File: config.mk
export PLATFORM = sky130hd
export DESIGN_NAME = rvDatapath
export DESIGN_NICKNAME = d
export VERILOG_FILES = /design/src/verilog/rvPkg.sv /design/src/verilog/alu.sv /design/src/verilog/decodeStage.sv /design/src/verilog/executeStage.sv /design/src/verilog/fetchStage.sv /design/src/verilog/memWbStage.sv /design/src/verilog/regFile.sv /design/src/verilog/rvDatapath.sv
export SDC_FILE = /design/constraint.sdc
export NUM_CORES = 2
export LEC_CHECK = 0
export BUFFER_PORTS_ARGS = -buffer_cell sky130_fd_sc_hd__buf_2
export CAP_MARGIN = 20
export CORE_UTILIZATION = 30
export CTS_BUF_LIST = sky130_fd_sc_hd__clkbuf_2 sky130_fd_sc_hd__clkbuf_4 sky130_fd_sc_hd__clkbuf_8
export DETAILED_ROUTE_END_ITERATION = 8
export GPL_TIMING_DRIVEN = 0
export HOLD_SLACK_MARGIN = 0.06
export PLACE_DENSITY_LB_ADDON = 0.1
export SYNTH_ARGS = -nofsm -noshare
export SYNTH_HDL_FRONTEND = slang
export SYNTH_SLANG_ARGS = --single-unit
export TNS_END_PERCENT = 30
File: constraint.sdc
create_clock -name clk -period 17.42 [get_ports clk]
set_clock_uncertainty 0.05 [all_clocks]
set_input_delay 2.613 -clock clk [delete_from_list [all_inputs] [get_ports clk]]
set_output_delay 2.613 -clock clk [all_outputs]
set_load 0.01 [all_outputs]
File: src/verilog/rvPkg.sv
// Shared widths, control encodings and pipeline payload types for the datapath
// Every datapath file refers to these by rvPkg:: scoped names
`default_nettype none

package rvPkg;

    localparam int xlen        = 32;
    localparam int regAddrBits = 5;

    typedef logic [xlen-1:0]        word_t;
    typedef logic [regAddrBits-1:0] regAddr_t;

    localparam word_t pcStart = '0;

    // Immediate layout selected by the controller in decode
    typedef enum logic [2:0] {
        immI = 3'd0,
        immS = 3'd1,
        immB = 3'd2,
        immJ = 3'd3,
        immU = 3'd4
    } immSrc_t;

    // Operand source for the execute stage forwarding muxes
    typedef enum logic [1:0] {
        fwdReg = 2'b00,
        fwdWb  = 2'b01,
        fwdMem = 2'b10
    } fwd_t;

    typedef enum logic [2:0] {
        aluAdd = 3'b000,
        aluSub = 3'b001,
        aluAnd = 3'b010,
        aluOr  = 3'b011,
        aluSlt = 3'b101
    } aluOp_t;

    typedef enum logic [1:0] {
        resAlu = 2'b00,
        resMem = 2'b01,
        resPc4 = 2'b10,
        resImm = 2'b11
    } resSrc_t;

    // Register-type and store-type views of one instruction word
    typedef union packed {
        struct packed {
            logic [6:0] funct7;
            regAddr_t   rs2;
            regAddr_t   rs1;
            logic [2:0] funct3;
            regAddr_t   rd;
            logic [6:0] opcode;
        } rView;
        struct packed {
            logic [6:0] immHi;
            regAddr_t   rs2;
            regAddr_t   rs1;
            logic [2:0] funct3;
            logic [4:0] immLo;
            logic [6:0] opcode;
        } sView;
    } instr_t;

    // Decoded fields handed to the controller
    typedef struct packed {
        logic [6:0] opcode;
        logic [2:0] funct3;
        logic       funct7b5;
        regAddr_t   rs1;
        regAddr_t   rs2;
        regAddr_t   rd;
    } decFields_t;

    // Execute controls, aluSrc high takes the immediate as operand B
    typedef struct packed {
        logic   aluSrc;
        aluOp_t aluOp;
        fwd_t   forwardA;
        fwd_t   forwardB;
    } exCtrl_t;

    typedef struct packed {
        regAddr_t rs1E;
        regAddr_t rs2E;
        regAddr_t rdE;
        regAddr_t rdM;
        regAddr_t rdW;
    } hazRegs_t;

    typedef struct packed {
        word_t    rd1;
        word_t    rd2;
        word_t    pc;
        word_t    pcPlus4;
        word_t    extImm;
        regAddr_t rs1;
        regAddr_t rs2;
        regAddr_t rd;
    } decToEx_t;

    typedef struct packed {
        word_t    aluResult;
        word_t    writeData;
        word_t    extImm;
        word_t    pcPlus4;
        regAddr_t rd;
    } exToMem_t;

endpackage

`default_nettype wire
File: src/verilog/alu.sv
// Execute stage ALU for add, sub, and, or and signed set-less-than
// zero_o flags an all-zero result for branch resolution
`timescale 1ns/1ps
`default_nettype none

module alu (
    input  wire rvPkg::word_t  a_i,
    input  wire rvPkg::word_t  b_i,
    input  wire rvPkg::aluOp_t op_i,
    output rvPkg::word_t       result_o,
    output logic               zero_o
);

    rvPkg::word_t diff;

    // Shared by sub and slt
    assign diff = a_i - b_i;

    always_comb begin
        case (op_i)
            rvPkg::aluAdd: result_o = a_i + b_i;
            rvPkg::aluSub: result_o = diff;
            rvPkg::aluAnd: result_o = a_i & b_i;
            rvPkg::aluOr:  result_o = a_i | b_i;
            rvPkg::aluSlt: begin
                // Signed compare from the sign bits and the difference
                if (a_i[rvPkg::xlen-1] != b_i[rvPkg::xlen-1]) begin
                    result_o = {{(rvPkg::xlen-1){1'b0}}, a_i[rvPkg::xlen-1]};
                end else begin
                    result_o = {{(rvPkg::xlen-1){1'b0}}, diff[rvPkg::xlen-1]};
                end
            end
            default: result_o = '0;
        endcase
    end

    assign zero_o = (result_o == '0);

endmodule

`default_nettype wire

File: src/verilog/decodeStage.sv
// Decode stage: fetch-to-decode register, field split, immediate generation
// and register file reads. Writeback writes into the register file from here
`timescale 1ns/1ps
`default_nettype none

module decodeStage (
    input  wire                  clk,
    input  wire                  reset,
    input  wire                  stallD_i,
    input  wire                  flushD_i,
    input  wire rvPkg::word_t    instrF_i,
    input  wire rvPkg::word_t    pcF_i,
    input  wire rvPkg::word_t    pcPlus4F_i,
    input  wire rvPkg::immSrc_t  immSrcD_i,
    input  wire                  regWriteW_i,
    input  wire rvPkg::regAddr_t rdW_i,
    input  wire rvPkg::word_t    resultW_i,
    output rvPkg::decFields_t    fields_o,
    output rvPkg::decToEx_t      dec_o
);

    rvPkg::instr_t instrD;
    rvPkg::word_t  pcD;
    rvPkg::word_t  pcPlus4D;
    rvPkg::word_t  extImm;
    rvPkg::word_t  rd1;
    rvPkg::word_t  rd2;

    // Flush inserts an all-zero word and overrides stall
    always_ff @(posedge clk) begin
        if (reset || flushD_i) begin
            instrD   <= '0;
            pcD      <= '0;
            pcPlus4D <= '0;
        end else if (!stallD_i) begin
            instrD   <= instrF_i;
            pcD      <= pcF_i;
            pcPlus4D <= pcPlus4F_i;
        end
    end

    always_comb begin
        fields_o.opcode   = instrD.rView.opcode;
        fields_o.funct3   = instrD.rView.funct3;
        fields_o.funct7b5 = instrD.rView.funct7[5];
        fields_o.rs1      = instrD.rView.rs1;
        fields_o.rs2      = instrD.rView.rs2;
        fields_o.rd       = instrD.rView.rd;
    end

    // immHi[6] is instruction bit 31, the sign of every immediate
    always_comb begin
        case (immSrcD_i)
            rvPkg::immI: extImm = {{20{instrD.sView.immHi[6]}},
                                   instrD.rView.funct7, instrD.rView.rs2};
            rvPkg::immS: extImm = {{20{instrD.sView.immHi[6]}},
                                   instrD.sView.immHi, instrD.sView.immLo};
            rvPkg::immB: extImm = {{20{instrD.sView.immHi[6]}}, instrD.sView.immLo[0],
                                   instrD.sView.immHi[5:0], instrD.sView.immLo[4:1], 1'b0};
            rvPkg::immJ: extImm = {{12{instrD.sView.immHi[6]}},
                                   instrD.rView.rs1, instrD.rView.funct3,
                                   instrD.rView.rs2[0], instrD.rView.funct7[5:0],
                                   instrD.rView.rs2[4:1], 1'b0};
            rvPkg::immU: extImm = {instrD.rView.funct7, instrD.rView.rs2,
                                   instrD.rView.rs1, instrD.rView.funct3, 12'b0};
            default:     extImm = '0;
        endcase
    end

    regFile rf (
        .clk   (clk),
        .ra1_i (instrD.rView.rs1),
        .ra2_i (instrD.rView.rs2),
        .wa_i  (rdW_i),
        .we_i  (regWriteW_i),
        .wd_i  (resultW_i),
        .rd1_o (rd1),
        .rd2_o (rd2)
    );

    always_comb begin
        dec_o.rd1     = rd1;
        dec_o.rd2     = rd2;
        dec_o.pc      = pcD;
        dec_o.pcPlus4 = pcPlus4D;
        dec_o.extImm  = extImm;
        dec_o.rs1     = instrD.rView.rs1;
        dec_o.rs2     = instrD.rView.rs2;
        dec_o.rd      = instrD.rView.rd;
    end

endmodule

`default_nettype wire

File: src/verilog/executeStage.sv
// Execute stage: decode-to-execute register, operand forwarding, ALU and
// branch target adder. The forwarded rs2 value also serves as store data
`timescale 1ns/1ps
`default_nettype none

module executeStage (
    input  wire                  clk,
    input  wire                  reset,
    input  wire                  flushE_i,
    input  wire rvPkg::decToEx_t dec_i,
    input  wire rvPkg::exCtrl_t  ctrl_i,
    input  wire rvPkg::word_t    fwdM_i,
    input  wire rvPkg::word_t    resultW_i,
    output rvPkg::exToMem_t      ex_o,
    output rvPkg::regAddr_t      rs1E_o,
    output rvPkg::regAddr_t      rs2E_o,
    output rvPkg::regAddr_t      rdE_o,
    output logic                 zeroE_o,
    output rvPkg::word_t         pcTargetE_o
);

    rvPkg::decToEx_t decE;
    rvPkg::word_t    srcA;
    rvPkg::word_t    srcB;
    rvPkg::word_t    writeData;
    rvPkg::word_t    aluResult;

    // Unused forward code falls back to the register value
    function automatic rvPkg::word_t fwdSel(
        input rvPkg::fwd_t  sel,
        input rvPkg::word_t regVal,
        input rvPkg::word_t wbVal,
        input rvPkg::word_t memVal
    );
        case (sel)
            rvPkg::fwdWb:  return wbVal;
            rvPkg::fwdMem: return memVal;
            default:       return regVal;
        endcase
    endfunction

    always_ff @(posedge clk) begin
        if (reset || flushE_i) begin
            decE <= '0;
        end else begin
            decE <= dec_i;
        end
    end

    assign srcA      = fwdSel(ctrl_i.forwardA, decE.rd1, resultW_i, fwdM_i);
    assign writeData = fwdSel(ctrl_i.forwardB, decE.rd2, resultW_i, fwdM_i);
    assign srcB      = ctrl_i.aluSrc ? decE.extImm : writeData;

    alu aluUnit (
        .a_i      (srcA),
        .b_i      (srcB),
        .op_i     (ctrl_i.aluOp),
        .result_o (aluResult),
        .zero_o   (zeroE_o)
    );

    // Target for branches and jal, resolved here
    assign pcTargetE_o = decE.pc + decE.extImm;

    assign rs1E_o = decE.rs1;
    assign rs2E_o = decE.rs2;
    assign rdE_o  = decE.rd;

    always_comb begin
        ex_o.aluResult = aluResult;
        ex_o.writeData = writeData;
        ex_o.extImm    = decE.extImm;
        ex_o.pcPlus4   = decE.pcPlus4;
        ex_o.rd        = decE.rd;
    end

endmodule

`default_nettype wire

File: src/verilog/fetchStage.sv
// Fetch stage holding the program counter
// Steps by 4 unless stalled, or jumps to the execute-stage target on redirect
`timescale 1ns/1ps
`default_nettype none

module fetchStage (
    input  wire               clk,
    input  wire               reset,
    input  wire               stallF_i,
    input  wire               pcSrcE_i,
    input  wire rvPkg::word_t pcTargetE_i,
    output rvPkg::word_t      pcF_o,
    output rvPkg::word_t      pcPlus4F_o
);

    rvPkg::word_t pcNext;

    assign pcPlus4F_o = pcF_o + rvPkg::xlen'(4);

    // Redirect wins over sequential flow
    assign pcNext = pcSrcE_i ? pcTargetE_i : pcPlus4F_o;

    always_ff @(posedge clk) begin
        if (reset) begin
            pcF_o <= rvPkg::pcStart;
        end else if (!stallF_i) begin
            pcF_o <= pcNext;
        end
    end

endmodule

`default_nettype wire

File: src/verilog/memWbStage.sv
// Memory and writeback pipeline registers with their result muxes
// fwdM_o feeds execute forwarding; resultW_o goes to the register file
`timescale 1ns/1ps
`default_nettype none

module memWbStage (
    input  wire                  clk,
    input  wire                  reset,
    input  wire rvPkg::exToMem_t ex_i,
    input  wire rvPkg::word_t    readDataM_i,
    input  wire rvPkg::resSrc_t  resultSrcM_i,
    input  wire rvPkg::resSrc_t  resultSrcW_i,
    output rvPkg::word_t         aluResultM_o,
    output rvPkg::word_t         writeDataM_o,
    output rvPkg::word_t         fwdM_o,
    output rvPkg::regAddr_t      rdM_o,
    output rvPkg::regAddr_t      rdW_o,
    output rvPkg::word_t         resultW_o
);

    typedef struct packed {
        rvPkg::word_t    aluResult;
        rvPkg::word_t    readData;
        rvPkg::word_t    extImm;
        rvPkg::word_t    pcPlus4;
        rvPkg::regAddr_t rd;
    } wbRegs_t;

    rvPkg::exToMem_t exM;
    wbRegs_t         wb;

    always_ff @(posedge clk) begin
        if (reset) begin
            exM <= '0;
            wb  <= '0;
        end else begin
            exM         <= ex_i;
            wb.aluResult <= exM.aluResult;
            wb.readData  <= readDataM_i;
            wb.extImm    <= exM.extImm;
            wb.pcPlus4   <= exM.pcPlus4;
            wb.rd        <= exM.rd;
        end
    end

    assign aluResultM_o = exM.aluResult;
    assign writeDataM_o = exM.writeData;
    assign rdM_o        = exM.rd;
    assign rdW_o        = wb.rd;

    // Load data is not available yet in memory, so loads forward the ALU value
    always_comb begin
        case (resultSrcM_i)
            rvPkg::resPc4: fwdM_o = exM.pcPlus4;
            rvPkg::resImm: fwdM_o = exM.extImm;
            default:       fwdM_o = exM.aluResult;
        endcase
    end

    always_comb begin
        case (resultSrcW_i)
            rvPkg::resMem: resultW_o = wb.readData;
            rvPkg::resPc4: resultW_o = wb.pcPlus4;
            rvPkg::resImm: resultW_o = wb.extImm;
            default:       resultW_o = wb.aluResult;
        endcase
    end

endmodule

`default_nettype wire

File: src/verilog/regFile.sv
// Integer register file with two combinational read ports and one write port
// Reads of the register being written return the incoming write data
`timescale 1ns/1ps
`default_nettype none

module regFile (
    input  wire               clk,
    input  wire rvPkg::regAddr_t ra1_i,
    input  wire rvPkg::regAddr_t ra2_i,
    input  wire rvPkg::regAddr_t wa_i,
    input  wire               we_i,
    input  wire rvPkg::word_t wd_i,
    output rvPkg::word_t      rd1_o,
    output rvPkg::word_t      rd2_o
);

    rvPkg::word_t regs [2**rvPkg::regAddrBits];

    // x0 is never written
    always_ff @(posedge clk) begin
        if (we_i && (wa_i != '0)) begin
            regs[wa_i] <= wd_i;
        end
    end

    // Zero for x0, then bypass of a same-cycle write, then the stored word
    assign rd1_o = (ra1_i == '0)             ? '0   :
                   (we_i && (ra1_i == wa_i)) ? wd_i : regs[ra1_i];

    assign rd2_o = (ra2_i == '0)             ? '0   :
                   (we_i && (ra2_i == wa_i)) ? wd_i : regs[ra2_i];

endmodule

`default_nettype wire

File: src/verilog/rvDatapath.sv
// Top of the five-stage datapath, steered by an outside controller
// Instruction and data memories sit outside and answer combinationally
`timescale 1ns/1ps
`default_nettype none

module rvDatapath (
    input  wire                  clk,
    input  wire                  reset,
    input  wire                  stallF_i,
    input  wire                  stallD_i,
    input  wire                  flushD_i,
    input  wire                  flushE_i,
    input  wire                  pcSrcE_i,
    input  wire rvPkg::word_t    instrF_i,
    input  wire rvPkg::immSrc_t  immSrcD_i,
    input  wire rvPkg::exCtrl_t  exCtrl_i,
    input  wire                  regWriteW_i,
    input  wire rvPkg::resSrc_t  resultSrcM_i,
    input  wire rvPkg::resSrc_t  resultSrcW_i,
    input  wire rvPkg::word_t    readDataM_i,
    output rvPkg::word_t         pcF_o,
    output rvPkg::decFields_t    fields_o,
    output rvPkg::hazRegs_t      hazRegs_o,
    output logic                 zeroE_o,
    output rvPkg::word_t         aluResultM_o,
    output rvPkg::word_t         writeDataM_o
);

    rvPkg::word_t    pcPlus4F;
    rvPkg::word_t    pcTargetE;
    rvPkg::decToEx_t decToEx;
    rvPkg::exToMem_t exToMem;
    rvPkg::word_t    fwdM;
    rvPkg::word_t    resultW;
    rvPkg::regAddr_t rs1E;
    rvPkg::regAddr_t rs2E;
    rvPkg::regAddr_t rdE;
    rvPkg::regAddr_t rdM;
    rvPkg::regAddr_t rdW;

    fetchStage fetch (
        .clk         (clk),
        .reset       (reset),
        .stallF_i    (stallF_i),
        .pcSrcE_i    (pcSrcE_i),
        .pcTargetE_i (pcTargetE),
        .pcF_o       (pcF_o),
        .pcPlus4F_o  (pcPlus4F)
    );

    decodeStage decode (
        .clk         (clk),
        .reset       (reset),
        .stallD_i    (stallD_i),
        .flushD_i    (flushD_i),
        .instrF_i    (instrF_i),
        .pcF_i       (pcF_o),
        .pcPlus4F_i  (pcPlus4F),
        .immSrcD_i   (immSrcD_i),
        .regWriteW_i (regWriteW_i),
        .rdW_i       (rdW),
        .resultW_i   (resultW),
        .fields_o    (fields_o),
        .dec_o       (decToEx)
    );

    executeStage execute (
        .clk         (clk),
        .reset       (reset),
        .flushE_i    (flushE_i),
        .dec_i       (decToEx),
        .ctrl_i      (exCtrl_i),
        .fwdM_i      (fwdM),
        .resultW_i   (resultW),
        .ex_o        (exToMem),
        .rs1E_o      (rs1E),
        .rs2E_o      (rs2E),
        .rdE_o       (rdE),
        .zeroE_o     (zeroE_o),
        .pcTargetE_o (pcTargetE)
    );

    memWbStage memWb (
        .clk          (clk),
        .reset        (reset),
        .ex_i         (exToMem),
        .readDataM_i  (readDataM_i),
        .resultSrcM_i (resultSrcM_i),
        .resultSrcW_i (resultSrcW_i),
        .aluResultM_o (aluResultM_o),
        .writeDataM_o (writeDataM_o),
        .fwdM_o       (fwdM),
        .rdM_o        (rdM),
        .rdW_o        (rdW),
        .resultW_o    (resultW)
    );

    // Field order follows hazRegs_t
    assign hazRegs_o = {rs1E, rs2E, rdE, rdM, rdW};

endmodule

`default_nettype wire

Word-level counts from Yosys, hierarchy flattened
Memory sizes are Yosys's and may differ from the RTL's. A register that Yosys moved wholly into a read port is not among the register bits.
Cells that the tools add are included.
{"block": "word_totals", "mem_count": 1, "reg_bits": 505, "output_inout_bits": 148, "latchBits": 0, "in_bits": 87, "mem_bits_rw": 1024, "elab_cells": 67, "romBits": 0}
{"block": "classes", "n_eq_ne": 18, "mux": 11, "n_lt_le_gt_ge": 0, "reduce_logical": 11, "div_mod_pow": 0, "n_bitwise": 2, "n_mul": 0, "add_sub_neg": 4, "n_shift": 0}
{"memory": "decode.rf.regs", "words": 32, "width": 32, "read_ports": 2, "rd_ports_with_merged_regs": 2, "write_ports": 1, "line": "regFile.sv:17", "rtl": "rvPkg::word_t regs [2**rvPkg::regAddrBits];"}
{"cell": "$pmux W32 S5", "n": 2}
{"cell": "$pmux W32 S2", "n": 3}
{"cell": "$pmux W32 S3", "n": 1}
{"cell": "$add A32 B32 Y32", "n": 2}
{"cell": "$mux W32", "n": 2}
{"cell": "$add A32 B3 Y32 const B", "n": 1}
{"cell": "$and A32 B32 Y32", "n": 1}
{"cell": "$logic_not A32 Y1", "n": 1}
{"cell": "$or A32 B32 Y32", "n": 1}
{"cell": "$sub A32 B32 Y32", "n": 1}
{"cell": "$eq A2 B2 Y1 const B", "n": 6}
{"cell": "$eq A3 B2 Y1 const B", "n": 4}
{"cell": "$logic_not A5 Y1", "n": 2}
{"cell": "$eq A2 B1 Y1 const B", "n": 3}
{"cell": "$eq A3 B1 Y1 const B", "n": 2}
{"cell": "$eq A3 B3 Y1 const B", "n": 2}
{"cell": "$logic_not A3 Y1", "n": 2}
{"cell": "$reduce_bool A5 Y1", "n": 1}
{"cell": "$reduce_or A2 Y1", "n": 2}
{"cell": "$mux W1", "n": 3}
{"cell": "$logic_or A1 B1 Y1", "n": 2}
{"cell": "$logic_and A1 B1 Y1", "n": 1}
{"cell": "$ne A1 B1 Y1", "n": 1}

Logic depth before layout (Yosys ltp)
{"block": "depth", "ltp_word": 8, "mapped_depth": 33, "mapped_depth_nobuf": 31}

Modules after synthesis
Synthesis repeated with hierarchy kept, for this count alone.
{"block": "hier_totals", "hier_cells": 5821, "hier_area_um2": 77687.0}
{"mod": "regFile", "seq_area_each_um2": 30749.5, "instances": 1, "cells_each": 2520, "area_per_inst_um2": 47869.7}
{"mod": "memWbStage", "seq_area_each_um2": 5325.1, "instances": 1, "cells_each": 781, "area_per_inst_um2": 9131.3}
{"mod": "executeStage", "seq_area_each_um2": 3503.4, "instances": 1, "cells_each": 941, "area_per_inst_um2": 8544.4}
{"mod": "alu", "seq_area_each_um2": 0.0, "instances": 1, "cells_each": 852, "area_per_inst_um2": 5599.1}
{"mod": "decodeStage", "seq_area_each_um2": 1921.8, "instances": 1, "cells_each": 415, "area_per_inst_um2": 4171.5}
{"mod": "fetchStage", "seq_area_each_um2": 640.6, "instances": 1, "cells_each": 312, "area_per_inst_um2": 2371.0}

Worst setup path after synthesis
No wires, ideal clock.
{"block": "synth_path", "path_type": "in2out", "from": "input port resultSrcW_i[0]", "to": "output port zeroE_o", "t_arrival_ns": 8.893, "path_slack_ns": 5.864, "stages": 32, "required_ns": 14.757, "path_buffers": 3, "path_cell_list": "clkbuf_1 -> buf_1 -> mux4_2 -> a22oi_1 -> nor2_1 -> a21oi_1 -> o21ai_0 -> ha_1 -> clkbuf_1 -> nor2_1 -> inv_1 -> a2111oi_1 -> o211ai_1 -> nand2_1 -> a311oi_1 -> o21ai_1 -> a21o_1 -> a21oi_1 -> o21ba_2 -> o21bai_1 -> fa_1 -> or3_1 -> a21oi_1 -> a21oi_1 -> o21ai_0 -> nand4b_1 -> nor3b_1 -> nand4_1 -> nor4bb_1 -> and4_1 -> nand4b_1 -> nor4bb_1"}
{"block": "synth_via", "elab_chain_len": 8, "elab_cells_between_ends": 15, "classes_between": "add/sub: 2; eq/ne: 4; mux: 6; bitwise: 2; reduce/logical: 1"}
{"element": "start, declared", "line": "rvDatapath.sv:19", "rtl": "input wire rvPkg::resSrc_t resultSrcW_i,"}
{"element": "$eq A2 B2 Y1 or $eq A2 B1 Y1 (tied branches)", "line": "memWbStage.sv:61", "rtl": "case (resultSrcW_i)"}
{"element": "$pmux W32 S3 (*)", "line": "memWbStage.sv:61"}
{"element": "net decode.resultW_i[9]", "line": "decodeStage.sv:17", "rtl": "input wire rvPkg::word_t resultW_i,"}
{"element": "$pmux W32 S2", "line": "executeStage.sv:35", "rtl": "case (sel)"}
{"element": "$mux W32", "line": "executeStage.sv:52", "rtl": "assign srcB = ctrl_i.aluSrc ? decE.extImm : writeData;"}
{"element": "$sub A32 B32 Y32", "line": "alu.sv:17", "rtl": "assign diff = a_i - b_i;"}
{"element": "$mux W1", "line": "alu.sv:27", "rtl": "if (a_i[rvPkg::xlen-1] != b_i[rvPkg::xlen-1]) begin"}
{"element": "$pmux W32 S5 (*)", "line": "alu.sv:20", "rtl": "case (op_i)"}
{"element": "$logic_not A32 Y1 (*)", "line": "alu.sv:37", "rtl": "assign zero_o = (result_o == '0);"}
{"element": "end, declared", "line": "rvDatapath.sv:24", "rtl": "output logic zeroE_o,"}
Mark *: on every way through the listed nets, which the timed path passes. The rest lies on a longest branch.

Worst setup path after layout
Ends and elaborated chain as after synthesis.

==> flow_metrics.py <==
metrics = {
    "run_status": {
        "status": "complete, no violations",
    },
    "routing": {
        "drt_iter0_markers": 5747,
        "via_per_inst": 5.41,
        "dr.pass1.iters": 7,
        "wl_um": 325000,
        "ant_nets": 0,
        "drc_errors": 0,
        "wl_per_cell_um": 33.9,
        "vias": 51844,
    },
    "cts": {
        "numCtsBuffers": 313,
        "clock_sinks": 1589,
        "cts_resized": 0,
        "cts_buffer_depth": 4,
        "clock_latency_ps": 1100,
        "cts_max_level": 5,
        "cts-root-buf": "clkbuf_8",
        "clkSlewWorstSetupHoldPaths_ps": 60,
        "cts_tree": "done",
        "cts_setup_buffers": 0,
        "cts_hold_buf": 0,
    },
    "timing": {
        "min_period_over_period_pct": 89.2,
        "slew_headroom_pct": 7.60,
        "final_max_slew_viol_count": 0,
        "grt_setup_unrepaired": "no",
        "fin_tns_setup_ps": 0,
        "fin_crit_ps": 15540,
        "worst_pin_slew_ps": 1390,
        "fmax_mhz": 64.3,
        "finalHoldViolCount": 0,
        "setup_violations": 0,
    },
    "power": {
        "clkPwrFrac_pct": 44.0,
        "p_comb_share_pct": 9.1,
        "intPower_mw": 6.40,
        "power_density_nw_per_um2": 97.3,
        "ir_drop_v": 0.0000486,
        "leakagePower_nw": 29.9,
        "switching_share_pct": 25.9,
        "switchingPower_mw": 2.24,
        "seqPwrFrac_pct": 47.0,
    },
    "die": {
        "fp.dieH_um": 501,
        "rows": 182,
        "ios": 235,
        "start_util_pct": 30.3,
        "die_w_um": 501,
        "core-area_um2": 247000,
        "die_area_um2": 251000,
    },
    "finish": {
        "drive_gt1_share_pct": 27.3,
        "layout.nets": 6257,
        "final_cell_mix": "edfxtp_1, mux4_2, dfxtp_1, nor2_1, clkbuf_8",
        "multiInputGateArea_um2": 30100,
        "nFillCells": 23905,
        "final_common_cell": "edfxtp_1",
        "fin_util_pct": 36.0,
        "areaGrowthSynthToFinish_pct": 19.0,
        "seqCellArea_um2": 42100,
    },
    "worst_setup_path": {
        "crit_top_cell": "a21oi_1",
        "cp_max_fo": 36,
        "r2r-start": "memWb.wb[78]$_SDFF_PP0_",
        "regToRegEndpoint": "memWb.aluResultM_o[31]$_SDFF_PP0_",
        "cp.required_ps": 14760,
        "critPathMaxStageDelay_ps": 1130,
        "slowest_stage": "mux4_2",
        "arrival_ps": 12880,
        "reg2regPathDepth": 23,
        "crit_type": "in2out",
        "end_kind": "output pin",
        "regToRegSetupSlack_ps": 10330,
        "startpoint_type": "primary input",
    },
    "hold_path": {
        "hp-start": "memWb.exM[59]$_SDFF_PP0_",
        "hold_depth": 1,
        "hold_class": "reg2reg",
        "whs_endpoint": "memWb.wb[59]$_SDFF_PP0_",
    },
    "logic_synthesis": {
        "ys_ff_latch": 1589,
        "synth.cell_area_um2": 74600,
        "yosysSeqAreaShare_pct": 56.4,
        "synthFlopType": "edfxtp_1",
        "yosysWarnings": 0,
        "syn_inst": 5324,
        "synthArstFlopShare_pct": 0,
        "yosysUniqueCellTypes": 82,
        "synth_edf_count": 1024,
        "avgSynthCellArea_um2": 14.0,
    },
    "placement": {
        "portBuffers": 225,
        "dp_hpwl_um": 242000,
        "place_congestion": 0.922,
    },
    "grt": {
        "grt_pass1_vias": 51237,
        "track_usage_pct": 25.6,
        "grt_pass1_wl_um": 438000,
        "antenna_found_initial": 20,
        "grt_overflow": 0,
        "grt_max_degree": 37,
    },
    "flow_run": {
        "maxCapViolCount": 0,
    },
}
critical path: cells and delay by family:
kind,cells,cell delay [ps]
AND/OR/NAND/NOR,11,2890
buffers and inverters,5,1650
adder cells (fa/ha/maj),2,600
AO/OA/AOI/OAI,14,3930
multiplexers,1,1130
through the flow:
stage / cells / worst slack [ps] / power [mW] / hold WS [ps] / instance area [um2]
after floorplan: 5355 / 5860 / 4.54 / 364 / 74700
after global placement: 8892 / 1810 / 4.88 / 377 / 80000
after detailed placement: 9017 / 1860 / 4.90 / 379 / 82500
after CTS: 9557 / 1820 / 8.70 / 358 / 88600
after global routing: 9571 / 1200 / 8.91 / 370 / 88800
final: 9579 / 1880 / 8.64 / 365 / 88800
worst max path at each step:
stage                         start  cells past startpoint       to  slack (ps)
CTS                 resultSrcW_i[0]                     33  zeroE_o        1820
global placement    resultSrcW_i[0]                     33  zeroE_o        1810
floorplan           resultSrcW_i[0]                     32  zeroE_o        5860
finish              resultSrcW_i[0]                     33  zeroE_o        1880
global route        resultSrcW_i[0]                     33  zeroE_o        1200
detailed placement  resultSrcW_i[0]                     33  zeroE_o        1860
cell families (layout without fill, tap and decap cells):
| logic type | count (synthesis) | count (layout) | synth area share (%) |
|---|---|---|---|
| AOI/OAI and AO/OA | 832 | 832 | 7.19 |
| other | 1 | 42 | 0.00503 |
| and+or+nand+nor | 1193 | 1193 | 7.67 |
| muxes | 862 | 862 | 21.6 |
| xor gates and xnor gates | 91 | 91 | 1.07 |
| adders and majority gates | 138 | 138 | 2.35 |
| DFF | 1589 | 1589 | 56.4 |
| buffers and inverters | 618 | 1520 | 3.74 |
per-layer routing:
metal / wire length [um] / part of all wire (%) / global-route usage, % / vias up
li1: - / - / - / 21734
met1: 137000 / 42 / 34.0 / 27144
met2: 152000 / 47 / 41.3 / 2389
met3: 23100 / 7.1 / 4.79 / 573
met4: 13300 / 4.1 / 9.79 / 4
met5: 37 / 0.011 / 0 / -
power by group through the flow:
stage          Clock [mW]  Sequential, mW  Combinational (mW)
2_1_floorplan           0            4.11               0.426
3_3_place_gp            0            4.13               0.749
3_5_place_dp            0            4.13               0.767
4_1_cts              3.87            4.06               0.769
5_1_grt              4.03            4.06               0.818
6_report             3.80            4.06               0.784
state kept, by name, indices dropped and copies added (netlist names), 30 cells and up:
signal	count
execute.decE	94
fetch.pcF_o	32
decode.pcD	30
memWb.exM	64
memWb.writeDataM_o	32
memWb.aluResultM_o	32
decode.pcPlus4D	32
decode.rf.regs	1024
decode.instrD	32
memWb.wb	128
execute.ex_o	64
area by class of cell:
class | count | area share, %
flip-flops and latches | 1589 | 47.4
multi-input cells | 3148 | 33.9
clock buffers | 436 | 6.07
well taps | 3312 | 4.67
repair buffers | 362 | 3.96
plain buffers | 506 | 2.71
clock inverters | 104 | 0.799
inverters | 112 | 0.473
diodes | 10 | 0.0282
synthesized netlist by cell type (8+ instances only):
library cell  count  share of area [%]
a211oi_1         83               0.84
nand2_1         166               0.84
dfxtp_1         565                 15
a21o_1           31               0.31
mux2i_1         238                3.2
xnor2_1          62               0.73
o22ai_1          33               0.28
inv_1           112               0.56
buf_1            74               0.37
nand4_1          13               0.11
ha_1            134                2.2
mux2_2           28               0.42
a221oi_1         27               0.32
clkbuf_1        291                1.5
nand2b_1         20               0.17
o221ai_1         15               0.18
buf_4           117                1.2
and3_1           18               0.15
a21oi_1         269                1.8
o211ai_1         29               0.29
nor2b_1         235                2.0
o21a_1           24               0.24
a211o_1           9               0.11
a31oi_1          16               0.13
edfxtp_1       1024                 41
or3_1             8              0.067
nor3_1           42               0.28
and2_1           88               0.74
a22oi_1          74               0.74
a221o_1          10               0.13
nand3_1          41               0.28
o21bai_1         19               0.19
o31ai_1           8              0.080
buf_2            24               0.16
o21ai_0         133               0.89
mux4_2          596                 18
nor2_1          516                2.6
xor2_1           29               0.34
or2_2            10              0.084
(Power assumes the default switching activity.)
